File: src/source/rnn_settings.svh
`ifndef RNN_SETTINGS_SVH
`define RNN_SETTINGS_SVH

// network sizes
`define EMBEDDING_SIZE 4
`define HIDDEN_SIZE    8
`define VOCAB_SIZE     76

// signed Q8.8 words
`define WORD_WIDTH 16
`define FRAC_BITS  8

`define ADDR_WIDTH 12

// weight memory map with the embedding table at address zero
`define IH_WEIGHT_BASE (`VOCAB_SIZE * `EMBEDDING_SIZE)
`define HH_WEIGHT_BASE (`IH_WEIGHT_BASE + `EMBEDDING_SIZE * `HIDDEN_SIZE)
`define IH_BIAS_BASE   (`HH_WEIGHT_BASE + `HIDDEN_SIZE * `HIDDEN_SIZE)
`define HH_BIAS_BASE   (`IH_BIAS_BASE + `HIDDEN_SIZE)

`endif

File: src/source/rnn_pkg.sv
`include "rnn_settings.svh"

package rnn_pkg;

    typedef logic signed [`WORD_WIDTH-1:0] word_t; // Q8.8
    typedef logic [`ADDR_WIDTH-1:0] addr_t;

    // one recurrence step walks these per neuron
    typedef enum logic [2:0]
    {
        idle,
        load_embedding,
        hh_weight,
        hh_bias,
        ih_weight,
        ih_bias,
        write_neuron
    } phase_t;

endpackage

File: src/source/rnn_sequencer.sv
`timescale 1ns/1ps
`include "rnn_settings.svh"

module rnn_sequencer
(
    input  logic                            clk,
    input  logic                            reset,
    input  logic                            start,
    input  logic                            rd_valid,
    output logic                            busy,
    output logic                            rd_en,
    output rnn_pkg::phase_t                 phase,
    output logic [$clog2(`HIDDEN_SIZE)-1:0] neuron_index,
    output logic [$clog2(`HIDDEN_SIZE)-1:0] operand_index,
    output logic                            acc_clear,
    output logic                            write_neuron,
    output logic                            commit,
    output logic                            step_done
);

    localparam int INDEX_WIDTH = $clog2(`HIDDEN_SIZE);
    localparam logic [INDEX_WIDTH-1:0] LAST_EMBEDDING = INDEX_WIDTH'(`EMBEDDING_SIZE - 1);
    localparam logic [INDEX_WIDTH-1:0] LAST_HIDDEN = INDEX_WIDTH'(`HIDDEN_SIZE - 1);

    logic pending;     // one read in flight
    logic data_ready;  // answer to our own read
    logic reads_phase;
    logic last_neuron;

    assign data_ready = rd_valid && pending;
    assign reads_phase = (phase != rnn_pkg::idle) && (phase != rnn_pkg::write_neuron);
    assign last_neuron = (neuron_index == LAST_HIDDEN);

    assign busy = (phase != rnn_pkg::idle);
    assign rd_en = reads_phase && !pending; // address is combinational from phase
    assign acc_clear = (phase == rnn_pkg::load_embedding) || (phase == rnn_pkg::write_neuron);
    assign write_neuron = (phase == rnn_pkg::write_neuron);

    // last word is merged into the copy, so commit shares the final write cycle
    assign commit = write_neuron && last_neuron;
    assign step_done = commit;

    always_ff @(posedge clk)
    begin
        if (reset)
        begin
            phase <= rnn_pkg::idle;
            pending <= 1'b0;
            neuron_index <= '0;
            operand_index <= '0;
        end
        else
        begin
            if (rd_en)
                pending <= 1'b1;
            else if (data_ready)
                pending <= 1'b0;

            case (phase)
                rnn_pkg::idle:
                begin
                    if (start)
                    begin
                        phase <= rnn_pkg::load_embedding;
                        neuron_index <= '0;
                        operand_index <= '0;
                    end
                end
                rnn_pkg::load_embedding:
                begin
                    if (data_ready)
                    begin
                        if (operand_index == LAST_EMBEDDING)
                        begin
                            phase <= rnn_pkg::hh_weight;
                            operand_index <= '0;
                        end
                        else
                            operand_index <= operand_index + 1'b1;
                    end
                end
                rnn_pkg::hh_weight:
                begin
                    if (data_ready)
                    begin
                        if (operand_index == LAST_HIDDEN)
                        begin
                            phase <= rnn_pkg::hh_bias;
                            operand_index <= '0;
                        end
                        else
                            operand_index <= operand_index + 1'b1;
                    end
                end
                rnn_pkg::hh_bias:
                begin
                    if (data_ready)
                        phase <= rnn_pkg::ih_weight;
                end
                rnn_pkg::ih_weight:
                begin
                    if (data_ready)
                    begin
                        if (operand_index == LAST_EMBEDDING)
                        begin
                            phase <= rnn_pkg::ih_bias;
                            operand_index <= '0;
                        end
                        else
                            operand_index <= operand_index + 1'b1;
                    end
                end
                rnn_pkg::ih_bias:
                begin
                    if (data_ready)
                        phase <= rnn_pkg::write_neuron;
                end
                rnn_pkg::write_neuron:
                begin
                    if (last_neuron)
                    begin
                        phase <= rnn_pkg::idle; // step finished
                        neuron_index <= '0;
                    end
                    else
                    begin
                        phase <= rnn_pkg::hh_weight;
                        neuron_index <= neuron_index + 1'b1;
                    end
                end
                default:
                    phase <= rnn_pkg::idle;
            endcase
        end
    end

endmodule

File: src/source/weight_address_gen.sv
`timescale 1ns/1ps
`include "rnn_settings.svh"

module weight_address_gen
(
    input  rnn_pkg::phase_t                 phase,
    input  logic [$clog2(`VOCAB_SIZE)-1:0]  token,
    input  logic [$clog2(`HIDDEN_SIZE)-1:0] neuron_index,
    input  logic [$clog2(`HIDDEN_SIZE)-1:0] operand_index,
    output rnn_pkg::addr_t                  rd_addr
);

    always_comb
    begin
        case (phase)
            rnn_pkg::load_embedding:
                rd_addr = rnn_pkg::addr_t'(token * `EMBEDDING_SIZE + operand_index);
            rnn_pkg::hh_weight: // row per neuron, column per old hidden word
                rd_addr = rnn_pkg::addr_t'(`HH_WEIGHT_BASE + neuron_index * `HIDDEN_SIZE
                                           + operand_index);
            rnn_pkg::hh_bias:
                rd_addr = rnn_pkg::addr_t'(`HH_BIAS_BASE + neuron_index);
            rnn_pkg::ih_weight:
                rd_addr = rnn_pkg::addr_t'(`IH_WEIGHT_BASE + neuron_index * `EMBEDDING_SIZE
                                           + operand_index);
            rnn_pkg::ih_bias:
                rd_addr = rnn_pkg::addr_t'(`IH_BIAS_BASE + neuron_index);
            default:
                rd_addr = '0; // idle and write cycles
        endcase
    end

endmodule

File: src/source/mac_unit.sv
`timescale 1ns/1ps
`include "rnn_settings.svh"

module mac_unit
(
    input  logic            clk,
    input  logic            reset,
    input  logic            acc_clear,
    input  logic            rd_valid,
    input  rnn_pkg::phase_t phase,
    input  rnn_pkg::word_t  rd_data,
    input  rnn_pkg::word_t  operand,
    output rnn_pkg::word_t  acc
);

    logic signed [2*`WORD_WIDTH-1:0] product;
    logic signed [2*`WORD_WIDTH-1:0] product_scaled;
    rnn_pkg::word_t addend;
    logic add_en;

    assign product = rd_data * operand;           // full Q16.16
    assign product_scaled = product >>> `FRAC_BITS; // truncated back to Q8.8

    always_comb
    begin
        case (phase)
            rnn_pkg::hh_weight, rnn_pkg::ih_weight:
            begin
                addend = product_scaled[`WORD_WIDTH-1:0];
                add_en = rd_valid;
            end
            rnn_pkg::hh_bias, rnn_pkg::ih_bias:
            begin
                addend = rd_data; // bias goes in as is
                add_en = rd_valid;
            end
            default:
            begin
                addend = '0;
                add_en = 1'b0;
            end
        endcase
    end

    always_ff @(posedge clk)
    begin
        if (reset)
            acc <= '0;
        else if (acc_clear)
            acc <= '0;
        else if (add_en)
            acc <= acc + addend; // wraps at 16 bits
    end

endmodule

File: src/source/state_bank.sv
`timescale 1ns/1ps
`include "rnn_settings.svh"

module state_bank
(
    input  logic                            clk,
    input  logic                            reset,
    input  logic                            rd_valid,
    input  rnn_pkg::phase_t                 phase,
    input  logic [$clog2(`HIDDEN_SIZE)-1:0] neuron_index,
    input  logic [$clog2(`HIDDEN_SIZE)-1:0] operand_index,
    input  rnn_pkg::word_t                  rd_data,
    input  rnn_pkg::word_t                  acc,
    input  logic                            write_neuron,
    input  logic                            commit,
    input  logic [$clog2(`HIDDEN_SIZE)-1:0] hidden_index,
    output rnn_pkg::word_t                  operand,
    output rnn_pkg::word_t                  hidden_word
);

    localparam int EMB_INDEX_WIDTH = $clog2(`EMBEDDING_SIZE);

    rnn_pkg::word_t embedding [`EMBEDDING_SIZE];
    rnn_pkg::word_t old_hidden [`HIDDEN_SIZE];
    rnn_pkg::word_t new_hidden [`HIDDEN_SIZE];
    logic [EMB_INDEX_WIDTH-1:0] emb_index;

    assign emb_index = operand_index[EMB_INDEX_WIDTH-1:0];

    always_ff @(posedge clk)
    begin
        if (reset)
        begin
            for (int i = 0; i < `EMBEDDING_SIZE; i++)
                embedding[i] <= '0;
            for (int i = 0; i < `HIDDEN_SIZE; i++)
            begin
                old_hidden[i] <= '0;
                new_hidden[i] <= '0;
            end
        end
        else
        begin
            if (rd_valid && phase == rnn_pkg::load_embedding)
                embedding[emb_index] <= rd_data;
            if (write_neuron)
                new_hidden[neuron_index] <= acc;
            // last neuron lands in the same edge, so take it straight from acc
            if (commit)
            begin
                for (int i = 0; i < `HIDDEN_SIZE; i++)
                    old_hidden[i] <= (write_neuron && i == int'(neuron_index)) ? acc
                                                                               : new_hidden[i];
            end
        end
    end

    always_comb
    begin
        case (phase)
            rnn_pkg::hh_weight: operand = old_hidden[operand_index];
            rnn_pkg::ih_weight: operand = embedding[emb_index];
            default:            operand = '0;
        endcase
    end

    assign hidden_word = old_hidden[hidden_index]; // readout of committed state

endmodule

File: src/source/rnn_cell.sv
`timescale 1ns/1ps
`include "rnn_settings.svh"

module rnn_cell
(
    input  logic                            clk,
    input  logic                            reset,
    input  logic                            start,
    input  logic [$clog2(`VOCAB_SIZE)-1:0]  token,
    input  rnn_pkg::word_t                  rd_data,
    input  logic                            rd_valid,
    input  logic [$clog2(`HIDDEN_SIZE)-1:0] hidden_index,
    output logic                            rd_en,
    output rnn_pkg::addr_t                  rd_addr,
    output logic                            busy,
    output logic                            step_done,
    output rnn_pkg::word_t                  hidden_word
);

    rnn_pkg::phase_t phase;
    logic [$clog2(`HIDDEN_SIZE)-1:0] neuron_index;
    logic [$clog2(`HIDDEN_SIZE)-1:0] operand_index;
    logic acc_clear;
    logic write_neuron;
    logic commit;
    rnn_pkg::word_t acc;
    rnn_pkg::word_t operand; // old hidden or embedding word

    rnn_sequencer i_sequencer
    (
        .clk           (clk),
        .reset         (reset),
        .start         (start),
        .rd_valid      (rd_valid),
        .busy          (busy),
        .rd_en         (rd_en),
        .phase         (phase),
        .neuron_index  (neuron_index),
        .operand_index (operand_index),
        .acc_clear     (acc_clear),
        .write_neuron  (write_neuron),
        .commit        (commit),
        .step_done     (step_done)
    );

    weight_address_gen i_address_gen
    (
        .phase         (phase),
        .token         (token),
        .neuron_index  (neuron_index),
        .operand_index (operand_index),
        .rd_addr       (rd_addr)
    );

    mac_unit i_mac
    (
        .clk       (clk),
        .reset     (reset),
        .acc_clear (acc_clear),
        .rd_valid  (rd_valid),
        .phase     (phase),
        .rd_data   (rd_data),
        .operand   (operand),
        .acc       (acc)
    );

    state_bank i_state_bank
    (
        .clk           (clk),
        .reset         (reset),
        .rd_valid      (rd_valid),
        .phase         (phase),
        .neuron_index  (neuron_index),
        .operand_index (operand_index),
        .rd_data       (rd_data),
        .acc           (acc),
        .write_neuron  (write_neuron),
        .commit        (commit),
        .hidden_index  (hidden_index),
        .operand       (operand),
        .hidden_word   (hidden_word)
    );

endmodule

File: config.mk
export PLATFORM = sky130hd
export DESIGN_NAME = rnn_cell
export DESIGN_NICKNAME = d
export VERILOG_FILES = /design/src/source/rnn_pkg.sv /design/src/source/rnn_sequencer.sv /design/src/source/weight_address_gen.sv /design/src/source/mac_unit.sv /design/src/source/state_bank.sv /design/src/source/rnn_cell.sv
export VERILOG_INCLUDE_DIRS = /design/src /design/src/source
export SDC_FILE = /design/constraint.sdc
export NUM_CORES = 1
export LEC_CHECK = 0
export CAP_MARGIN = 15
export CORE_UTILIZATION = 43
export CTS_CLUSTER_DIAMETER = 100
export DETAILED_ROUTE_END_ITERATION = 10
export DONT_BUFFER_PORTS = 1
export GPL_TIMING_DRIVEN = 0
export PLACE_DENSITY = 0.64
export SYNTH_ARGS = -nofsm -noshare
export SYNTH_HDL_FRONTEND = slang
export SYNTH_SLANG_ARGS = --single-unit
File: constraint.sdc
create_clock -name clk -period 8.2 [get_ports clk]
set_input_delay 1.64 -clock clk [delete_from_list [all_inputs] [get_ports clk]]
set_output_delay 1.64 -clock clk [all_outputs]
set_load 0.03 [all_outputs]
==> flow_summary.ini, run 1 <==
[outcome]
status = complete, but fails checks
failed_checks = negative setup slack

[floorplanning]
boundaryPins = 61
die_h_um = 245
start_util_pct = 43.8
die_w_um = 245
coreArea_um2 = 58000
dieArea_um2 = 60000
rows = 88

[grt]
antenna_found_initial = 2
grt_max_degree = 87
grt_pass1_vias = 18300
grt.overflow.total = 0
grt_use_total_pct = 25.8
grt_pass1_wl_um = 115000

[finish]
final_nets = 2772
finalNonFillerCells = 3247
synthToLayoutAreaGrowth_pct = 13.5
layout_common_cells = nand2_1, edfxtp_1, inv_1
final_common_cell = nand2_1
layout-drive-gt1-share_pct = 13.1

[power]
p_switching_uw = 2220
clock_power_share_pct = 27.3
comb_power_share_pct = 38.5
peakVddDrop_mv = 0.122
p_seq_share_pct = 34.2
netSwitchingFraction_pct = 36.0
p_per_area_nw_per_um2 = 214
p_leak_uw = 0.0118
internal_power_uw = 3940

[worst_setup_path]
start_kind = register
path_buf_inv = 9
critPathCaptureType = register
slowest_delay_ns = 0.57
crit_fanout = 7
crit_type = register to register
crit_required_ns = 8.70
critPathSlowestCell = mux4_2
cp_common_cell = fa_1
critPathTopFamily = adder cells
crit_arrival_ns = 9.50

[min_path]
hp-start = i_sequencer.pending$_SDFFE_PP0P_
hold_path.class = register to register

[timing]
layout_min_cycle_time_ns = 9.00
relSlewSlack_pct = 18.2
fin_crit_sh_pct = 110
maxSlewViolCount = 0
worstMarginPinSlew_ns = 1.22
hold_viol = 0
setup_slack_ns = -0.796
skew_ns = 0.0170
setup_viol = 8
fin_hold_ws_ns = 0.527
rsz0062_at_grt = yes
fmax_ghz = 0.111

[routing]
first_iter_violations = 1884
ant_nets = 0
routedWlPerCell_um = 23.6
drt-total-wl_um = 76600
via_count = 18500
drc_errors = 0
dr.pass1.iters = 6
routed_via_density = 5.69

[synthesis]
netlist_area_um2 = 25400
synth.distinct_cells = 62
yosysSeqAreaShare_pct = 40.1
synth_flop_cell = edfxtp_1
async_flop_share_pct = 0
synth-xor-area-share_pct = 1.78
yosys.area_share.adder_pct = 19.9
syn_avg_cell_area_um2 = 10.8
syn-instance-count = 2355
synth_mux_area_share_pct = 8.64
synth_top_family_by_area = adder cells
synth_edf_count = 320
synth_compound_area_share_pct = 7.14
yosys_warnings = 0
ys_ff_latch = 349
synth_simple_gate_area_share_pct = 15.7

[cts]
worstSkewPairLatency_ns = 0.58
clock-sinks = 349
cts_max_path_buffers = 3
cts.clk_slew.worst_paths_ns = 0.06
numCtsBuffers = 40
htree_levels = 2
cts_tree = yes
root_buffer = clkbuf_16

[place]
place_congestion = 0.932
hpwl_um = 57900
port_buffers = 0
placedCellCount = 3124

[run]
cap_violations = 0
-- per-stage QoR --
| step | area (um^2) | TNS [ns] | setup slack, ns | total power, uW | utilization [%] |
|---|---|---|---|---|---|
| 3_3_place_gp | 26500 | -18.52 | -2.39 | 4240 | 45.7 |
| 6_report | 28800 | -2.71 | -0.796 | 6150 | 49.7 |
| 5_1_grt | 28800 | -4.48 | -0.978 | 6450 | 49.7 |
| 4_1_cts | 28600 | -1.96 | -0.682 | 6120 | 49.4 |
| 3_5_place_dp | 26500 | -18.84 | -2.36 | 4270 | 45.7 |
| 2_1_floorplan | 25500 | -0.174 | -0.174 | 3660 | - |
-- routing by layer --
metal / GRT usage [%] / routed length (um) / vias to the layer above
li1: - / - / 8169
met1: 36.6 / 31800 / 9295
met2: 39.7 / 34700 / 904
met3: 4.52 / 7340 / 116
met4: 9.10 / 2720 / 0
met5: 0 / 0 / -
-- area by class of cell --
cell class              count  area [um^2]
fillers                  5066        29200
multi-input cells        1573        14100
flip-flops and latches    349        10200
clock buffers              59         1100
inverters                 268         1010
well taps                 765          957
plain buffers             165          895
repair buffers             54          448
clock inverters            12          104
diodes                      2         5.00
-- synth_stat cells (4+ instances only) --
cell type | n | area share, %
mux2_2 | 18 | 0.80
edfxtp_1 | 320 | 38
mux4_1 | 11 | 1.1
nand2_1 | 371 | 5.5
a32o_1 | 4 | 0.16
ha_1 | 104 | 5.1
clkbuf_1 | 143 | 2.1
xor2_1 | 10 | 0.34
o21ai_0 | 30 | 0.59
a31oi_1 | 4 | 0.099
fa_1 | 187 | 15
a22oi_1 | 12 | 0.35
buf_2 | 4 | 0.079
nor2b_1 | 23 | 0.57
mux2i_1 | 35 | 1.4
inv_1 | 268 | 4.0
a211oi_1 | 9 | 0.27
and3_1 | 140 | 3.4
a21oi_1 | 159 | 3.1
or2_2 | 8 | 0.20
mux4_2 | 60 | 5.3
dfxtp_1 | 29 | 2.3
and2_1 | 168 | 4.1
buf_1 | 11 | 0.16
nor2_1 | 52 | 0.77
a21o_1 | 17 | 0.50
nor3_1 | 18 | 0.35
nand2b_1 | 7 | 0.17
xnor2_1 | 39 | 1.3
nand3_1 | 11 | 0.22
or3_1 | 4 | 0.099
o21a_1 | 5 | 0.15
a22o_1 | 29 | 1.0
-- final timing paths --
| path | endpoint | slack, ns | cells after the start |
|---|---|---|---|
| setup / recovery | i_mac.acc[15]$_SDFFE_PP0P_ | -0.80 | 38 |
| setup reg to reg | i_mac.acc[15]$_SDFFE_PP0P_ | -0.80 | 38 |
| hold reg to reg | i_sequencer.pending$_SDFFE_PP0P_ | 0.53 | 1 |
| hold / removal | i_sequencer.pending$_SDFFE_PP0P_ | 0.53 | 1 |
-- sequential cells by signal, summed over array words and instances, names as in the netlist, named ones only --
signal,cells
i_sequencer.neuron_index,3
i_state_bank.new_hidden,128
i_sequencer.operand_index,3
i_mac.acc,16
i_state_bank.old_hidden,128
i_sequencer.pending,1
i_sequencer.phase,3
i_state_bank.embedding,64
-- what timing repair did --
item,CTS,global route
setup buffers,42,8
endpoints found under the setup margin,15,9
resized for setup,138,32
hold buffers,0,0
pin swaps,31,13
-- power groups by stage --
stage          clock [uW]  combinational, uW  sequential (uW)
6_report             1680               2370             2100
3_3_place_gp            0               2110             2130
2_1_floorplan           0               1560             2110
3_5_place_dp            0               2140             2130
4_1_cts              1690               2330             2100
5_1_grt              1760               2580             2110
-- logic make-up (layout without fill, tap and decap cells) --
| family | count (synthesis) | after routing |
|---|---|---|
| flip-flops | 349 | 349 |
| multiplexers | 124 | 124 |
| AND/OR/NAND/NOR | 812 | 812 |
| buffers and inverters | 434 | 558 |
| AO/OA/AOI/OAI | 294 | 294 |
| XOR/XNOR | 50 | 50 |
| adder cells (fa/ha/maj) | 291 | 291 |
| other | 1 | 4 |
-- worst register-to-register path: cells and delay by family, from the launching register on --
kind,cells,cell delay (ns)
simple gates,5,0.83
mux,2,0.87
flops,1,0.37
compound gates,12,2.10
buf+inv,9,0.84
xor+xnor,2,0.40
fa+ha+maj,8,3.53
Power figures use the tool's default switching activity.
==> inputs of run 2 (changes only) <==
==> constraint.sdc (replaced) <==
create_clock -name clk -period 8.2 [get_ports clk]
set_input_delay 0.82 -clock clk [delete_from_list [all_inputs] [get_ports clk]]
set_output_delay 0.82 -clock clk [all_outputs]
set_load 0.03 [all_outputs]
==> run 2 against run 1 <==
The run still ends with negative setup slack left. Largest power group unchanged. Die area is the same. Sequential share of layout area down 0.24 points. Clock skew increased by 0.0053 ns. Largest cell class unchanged.
==> flow_summary.ini, run 2 (synthesis gave the netlist of run 1 again) <==
[routing]
routed_via_density = 5.69
drc_errors = 0
ant_nets = 0
drt-total-wl_um = 77500
dr.pass1.iters = 6
via_count = 18400
first_iter_violations = 2101
routedWlPerCell_um = 23.9

[power]
p_switching_uw = 2280
p_per_area_nw_per_um2 = 220
internal_power_uw = 4110
comb_power_share_pct = 39.6
p_seq_share_pct = 33.0
p_leak_uw = 0.0118
clock_power_share_pct = 27.5
netSwitchingFraction_pct = 35.7
peakVddDrop_mv = 0.141

[finish]
final_common_cell = nand2_1
layout_common_cells = nand2_1, edfxtp_1, inv_1
postLayoutCoreUtil_pct = 50.0
ff_latch_area_um2 = 10200
final_nets = 2767
multiInputGateArea_um2 = 14200
synthToLayoutAreaGrowth_pct = 14.2
layout-drive-gt1-share_pct = 13.4
largestRegisters = i_state_bank.new_hidden x128, i_state_bank.old_hidden x128, i_state_bank.embedding x64
nFillCells = 5068

[cts]
cts_max_path_buffers = 3
worstSkewPairLatency_ns = 0.56
numCtsBuffers = 39
root_buffer = clkbuf_16
clock-sinks = 349
htree_levels = 2
cts.clk_slew.worst_paths_ns = 0.06
cts_tree = yes

[timing]
skew_ns = 0.0223
worstMarginPinSlew_ns = 1.10
setup_tns_ns = -2.56
fin_crit_sh_pct = 110
rsz0062_at_grt = yes
hold_viol = 0
setup_slack_ns = -0.814
setup_viol = 8
layout_min_cycle_time_ns = 9.01
relSlewSlack_pct = 26.0
maxSlewViolCount = 0
fmax_ghz = 0.111

[worst_setup_path]
crit_arrival_ns = 9.51
critPathSlowestCell = mux4_1
path_buf_inv = 5
crit_required_ns = 8.70
critPathTopFamily = adder cells
cp_common_cell = fa_1
start_kind = register
critPathCaptureType = register
crit_fanout = 10
crit_type = register to register
slowest_delay_ns = 0.60

[grt]
antenna_found_initial = 2
grt_max_degree = 78
grt_pass1_vias = 19000
grt_pass1_wl_um = 118000
grt_use_total_pct = 26.4
grt.overflow.total = 0

[place]
dp_slack_ns = -2.37
place_congestion = 0.981
port_buffers = 0
hpwl_um = 58400

[floorplanning]
rows = 88
coreArea_um2 = 58000
boundaryPins = 61
dieArea_um2 = 60000
die_w_um = 245
die_h_um = 245
start_util_pct = 43.8

[outcome]
status = complete, but fails checks
failed_checks = negative setup slack

[min_path]
hold_path.class = input port to register

[run]
cap_violations = 0
## run 2: power groups by stage
stage | Clock, uW | Combinational, uW | Sequential [uW]
finish | 1760 | 2530 | 2110
global route | 1830 | 2740 | 2120
CTS | 1770 | 2460 | 2100
detailed placement | 0 | 2160 | 2130
global placement | 0 | 2120 | 2130
floorplan | 0 | 1550 | 2110
## run 2: what timing repair did
| action | in CTS | in global routing |
|---|---|---|
| buffers inserted | 38 | 11 |
| pin swaps | 37 | 18 |
| gates cloned | 2 | 0 |
| setup endpoints to repair | 15 | 8 |
| hold endpoints to repair | 0 | 0 |
| hold buffers | 0 | 0 |
| resized for setup | 150 | 30 |
## run 2: worst paths after layout
path                                          from                                to  slack (ns)  cells past startpoint
setup reg to reg                          register        i_mac.acc[15]$_SDFFE_PP0P_       -0.81                     34
setup / recovery                          register        i_mac.acc[15]$_SDFFE_PP0P_       -0.81                     34
hold / removal                            rd_valid  i_sequencer.pending$_SDFFE_PP0P_        0.38                      1
hold reg to reg   i_sequencer.pending$_SDFFE_PP0P_  i_sequencer.pending$_SDFFE_PP0P_        0.51                      1
## run 2: routing by layer
layer	global-route usage, %	routed length, um
met2	39.6	34300
met4	11.4	3360
met3	5.12	8240
met1	37.3	31500
met5	0	0
## run 2: cell type report
type	instances	share of cell area, %
Clock buffer	47	3.54
Clock inverter	21	0.763
Sequential cell	349	35.2
Multi-Input combinational cell	1573	49.1
Inverter	268	3.48
Buffer	165	2.94
Timing Repair Buffer	50	1.69
Tap cell	765	3.30
Antenna cell	3	0.0259
## run 2: per-stage QoR
stage | hold WS [ns] | cell area (um^2) | power, uW | std cells
floorplan | 0.464 | 25500 | 3660 | 2356
global placement | 0.503 | 26500 | 4250 | 3121
detailed placement | 0.506 | 26500 | 4290 | 3124
CTS | 0.360 | 28800 | 6330 | 3231
global route | 0.392 | 29000 | 6690 | 3238
finish | 0.378 | 29000 | 6390 | 3241
==> inputs of run 3 (changes only) <==
Settings changed: ABC_AREA set to 1, PLACE_DENSITY 0.64 to 0.62.
Clock period 8.2 ns to 10.3 ns, I/O delays scaled along.
==> run 3 against run 2 <==
The run now ends clean. Sequential power down 19%. Cell area down 4.5%. Register-to-register slack better by 1.4 ns. Synthesized cell count up 22%. Clock power down 19%. Highest routed layer is now met5.
==> flow_summary.ini, run 3 <==
[grt]
grt_pass1_vias = 20500
grt_max_degree = 56
grt.overflow.total = 0
grt_use_total_pct = 30.7
antenna_found_initial = 3
grt_pass1_wl_um = 134000

[timing]
rsz0062_at_grt = no
relSlewSlack_pct = 28.8
fin_crit_sh_pct = 94.5
hold_viol = 0
setup_viol = 0
skew_ns = 0.0244
setup_slack_ns = 0.569
layout_min_cycle_time_ns = 9.73
fmax_ghz = 0.103
worstMarginPinSlew_ns = 1.06
maxSlewViolCount = 0
fin_hold_ws_ns = 0.562

[routing]
ant_nets = 0
drc_errors = 0
via_count = 21100
drt-total-wl_um = 91000
routedWlPerCell_um = 24.5
dr.pass1.iters = 6
first_iter_violations = 2412
routed_via_density = 5.69

[cts]
postCtsHoldBufs = 0
cts_max_path_buffers = 3
htree_levels = 2
clock-sinks = 349
root_buffer = clkbuf_16
cts.clk_slew.worst_paths_ns = 0.06
numCtsBuffers = 39
cts_tree = yes
worstSkewPairLatency_ns = 0.58

[power]
internal_power_uw = 3400
comb_power_share_pct = 49.7
netSwitchingFraction_pct = 45.1
peakVddDrop_mv = 0.122
p_leak_uw = 0.0116
total_power_uw = 6200
clock_power_share_pct = 22.8
p_seq_share_pct = 27.4
p_switching_uw = 2790
p_per_area_nw_per_um2 = 224

[finish]
final_nets = 3234
synthToLayoutAreaGrowth_pct = 9.31
layout-drive-gt1-share_pct = 5.13
diodes = 0
postLayoutCoreUtil_pct = 47.8
layout_common_cells = nor2_1, inv_1, nand2_1
final_common_cell = nor2_1
largestRegisters = i_state_bank.new_hidden x128, i_state_bank.old_hidden x128, i_state_bank.embedding x64
stdcell_area_um2 = 27700

[synthesis]
yosys-top-cells-count = nor2_1, inv_1, nand2_1
yosysMostFrequentCell = nor2_1
synth_area_leaders = edfxtp_1, fa_1, nor2_1
synth_flop_cell = edfxtp_1
synth_edf_count = 320
synth_top_area_share_pct = 37.9
yosysSeqAreaShare_pct = 40.2
ys_ff_latch = 349
synth.distinct_cells = 53
async_flop_share_pct = 0
netlist_area_um2 = 25300
syn-instance-count = 2868
yosys_warnings = 0
synth_area_leader_cell = edfxtp_1
syn_avg_cell_area_um2 = 8.84

[worst_setup_path]
crit_arrival_ns = 10.25
ff2ff_path_depth = 49
r2r-end = i_mac.acc[15]$_SDFFE_PP0P_
r2r_slack_ns = 0.57
crit_fanout = 19
cp_common_cell = nand2_1
critPathCaptureType = register
critPathTopFamily = adder cells
path_buf_inv = 12
crit_type = register to register
critPathSlowestCell = fa_1
slowest_delay_ns = 0.54
start_kind = register
crit_required_ns = 10.82

[floorplanning]
dieArea_um2 = 59900
start_util_pct = 43.7
die_w_um = 245
rows = 88
coreArea_um2 = 58000
die_h_um = 245
boundaryPins = 61

[outcome]
status = completed

[place]
dpl-instance-area_um2 = 26400
dp_slack_ns = -0.0670
port_buffers = 0
place_congestion = 1.01
hpwl_um = 71800

[run]
cap_violations = 0

[min_path]
hp-start = i_sequencer.phase[1]$_SDFFE_PP0P_
hold_path.class = register to register
worstHoldEndpoint = i_sequencer.phase[1]$_SDFFE_PP0P_
hold_depth = 2
-- run 3: changes by cell type after synthesis, moves of 60 or more --
| cell | change |
|---|---|
| and2_1 | -167 |
| o21ai_0 | +152 |
| nand3_1 | +79 |
| inv_1 | +192 |
| nor2_1 | +447 |
| mux4_2 | -60 |
| and3_1 | -140 |
| a211oi_1 | +75 |
-- run 3: cells by family after synthesis --
| group | share of synthesized area [%] |
|---|---|
| adder cells (fa/ha/maj) | 19.9 |
| AND/OR/NAND/NOR | 16.1 |
| flip-flops | 40.2 |
| XOR/XNOR | 0.829 |
| AO/OA/AOI/OAI | 12.9 |
| other | 0.0148 |
| buffers and inverters | 10.0 |
-- run 3: worst register-to-register path: cells and delay by family (launching register included) --
| kind | cells | cell delay, ns |
|---|---|---|
| AO/OA/AOI/OAI | 11 | 2.16 |
| adder cells (fa/ha/maj) | 8 | 3.77 |
| buffers and inverters | 12 | 1.64 |
| flip-flops | 1 | 0.30 |
| AND/OR/NAND/NOR | 18 | 1.77 |
-- run 3: power groups by stage --
stage	Combinational (uW)	Sequential, uW	Clock, uW
after detailed placement	3000	1730	0
after global routing	3410	1710	1470
final	3080	1700	1420
after global placement	2970	1730	0
after CTS	3050	1700	1420
after floorplan	2050	1690	0
-- run 3: repair_timing --
item / 4_1_cts / 5_1_grt
resized for setup: 2 / 24
setup buffers: 0 / 2
endpoints found under the setup margin: 2 / 6
pin swaps: 0 / 1
-- run 3: worst max path at each step --
| stage | startpoint | to | cells after the start |
|---|---|---|---|
| global placement | register | i_mac.acc[14]$_SDFFE_PP0P_ | 46 |
| global route | register | i_mac.acc[15]$_SDFFE_PP0P_ | 49 |
| finish | register | i_mac.acc[15]$_SDFFE_PP0P_ | 49 |
| CTS | register | i_mac.acc[14]$_SDFFE_PP0P_ | 47 |
| floorplan | register | i_mac.acc[15]$_SDFFE_PP0P_ | 50 |
| detailed placement | register | i_mac.acc[14]$_SDFFE_PP0P_ | 41 |
-- run 3: cell type report --
class,instances,area [um^2]
Clock buffer,50,1040
Tap cell,765,957
Clock inverter,22,241
Fill cell,5568,30300
Multi-Input combinational cell,1883,12600
Sequential cell,349,10200
Buffer,161,771
Inverter,473,1790
Timing Repair Buffer,6,85.1
-- run 3: through the flow --
stage,cells,setup TNS (ns)
finish,3709,0
global route,3709,0
CTS,3710,0
detailed placement,3638,-0.0690
global placement,3634,0
floorplan,2869,0
-- run 3: per-layer routing --
layer	part of all wire (%)	track usage [%]
met3	8.6	5.14
met2	46	49.8
met1	41	41.4
met5	0.045	0
met4	3.9	10.9
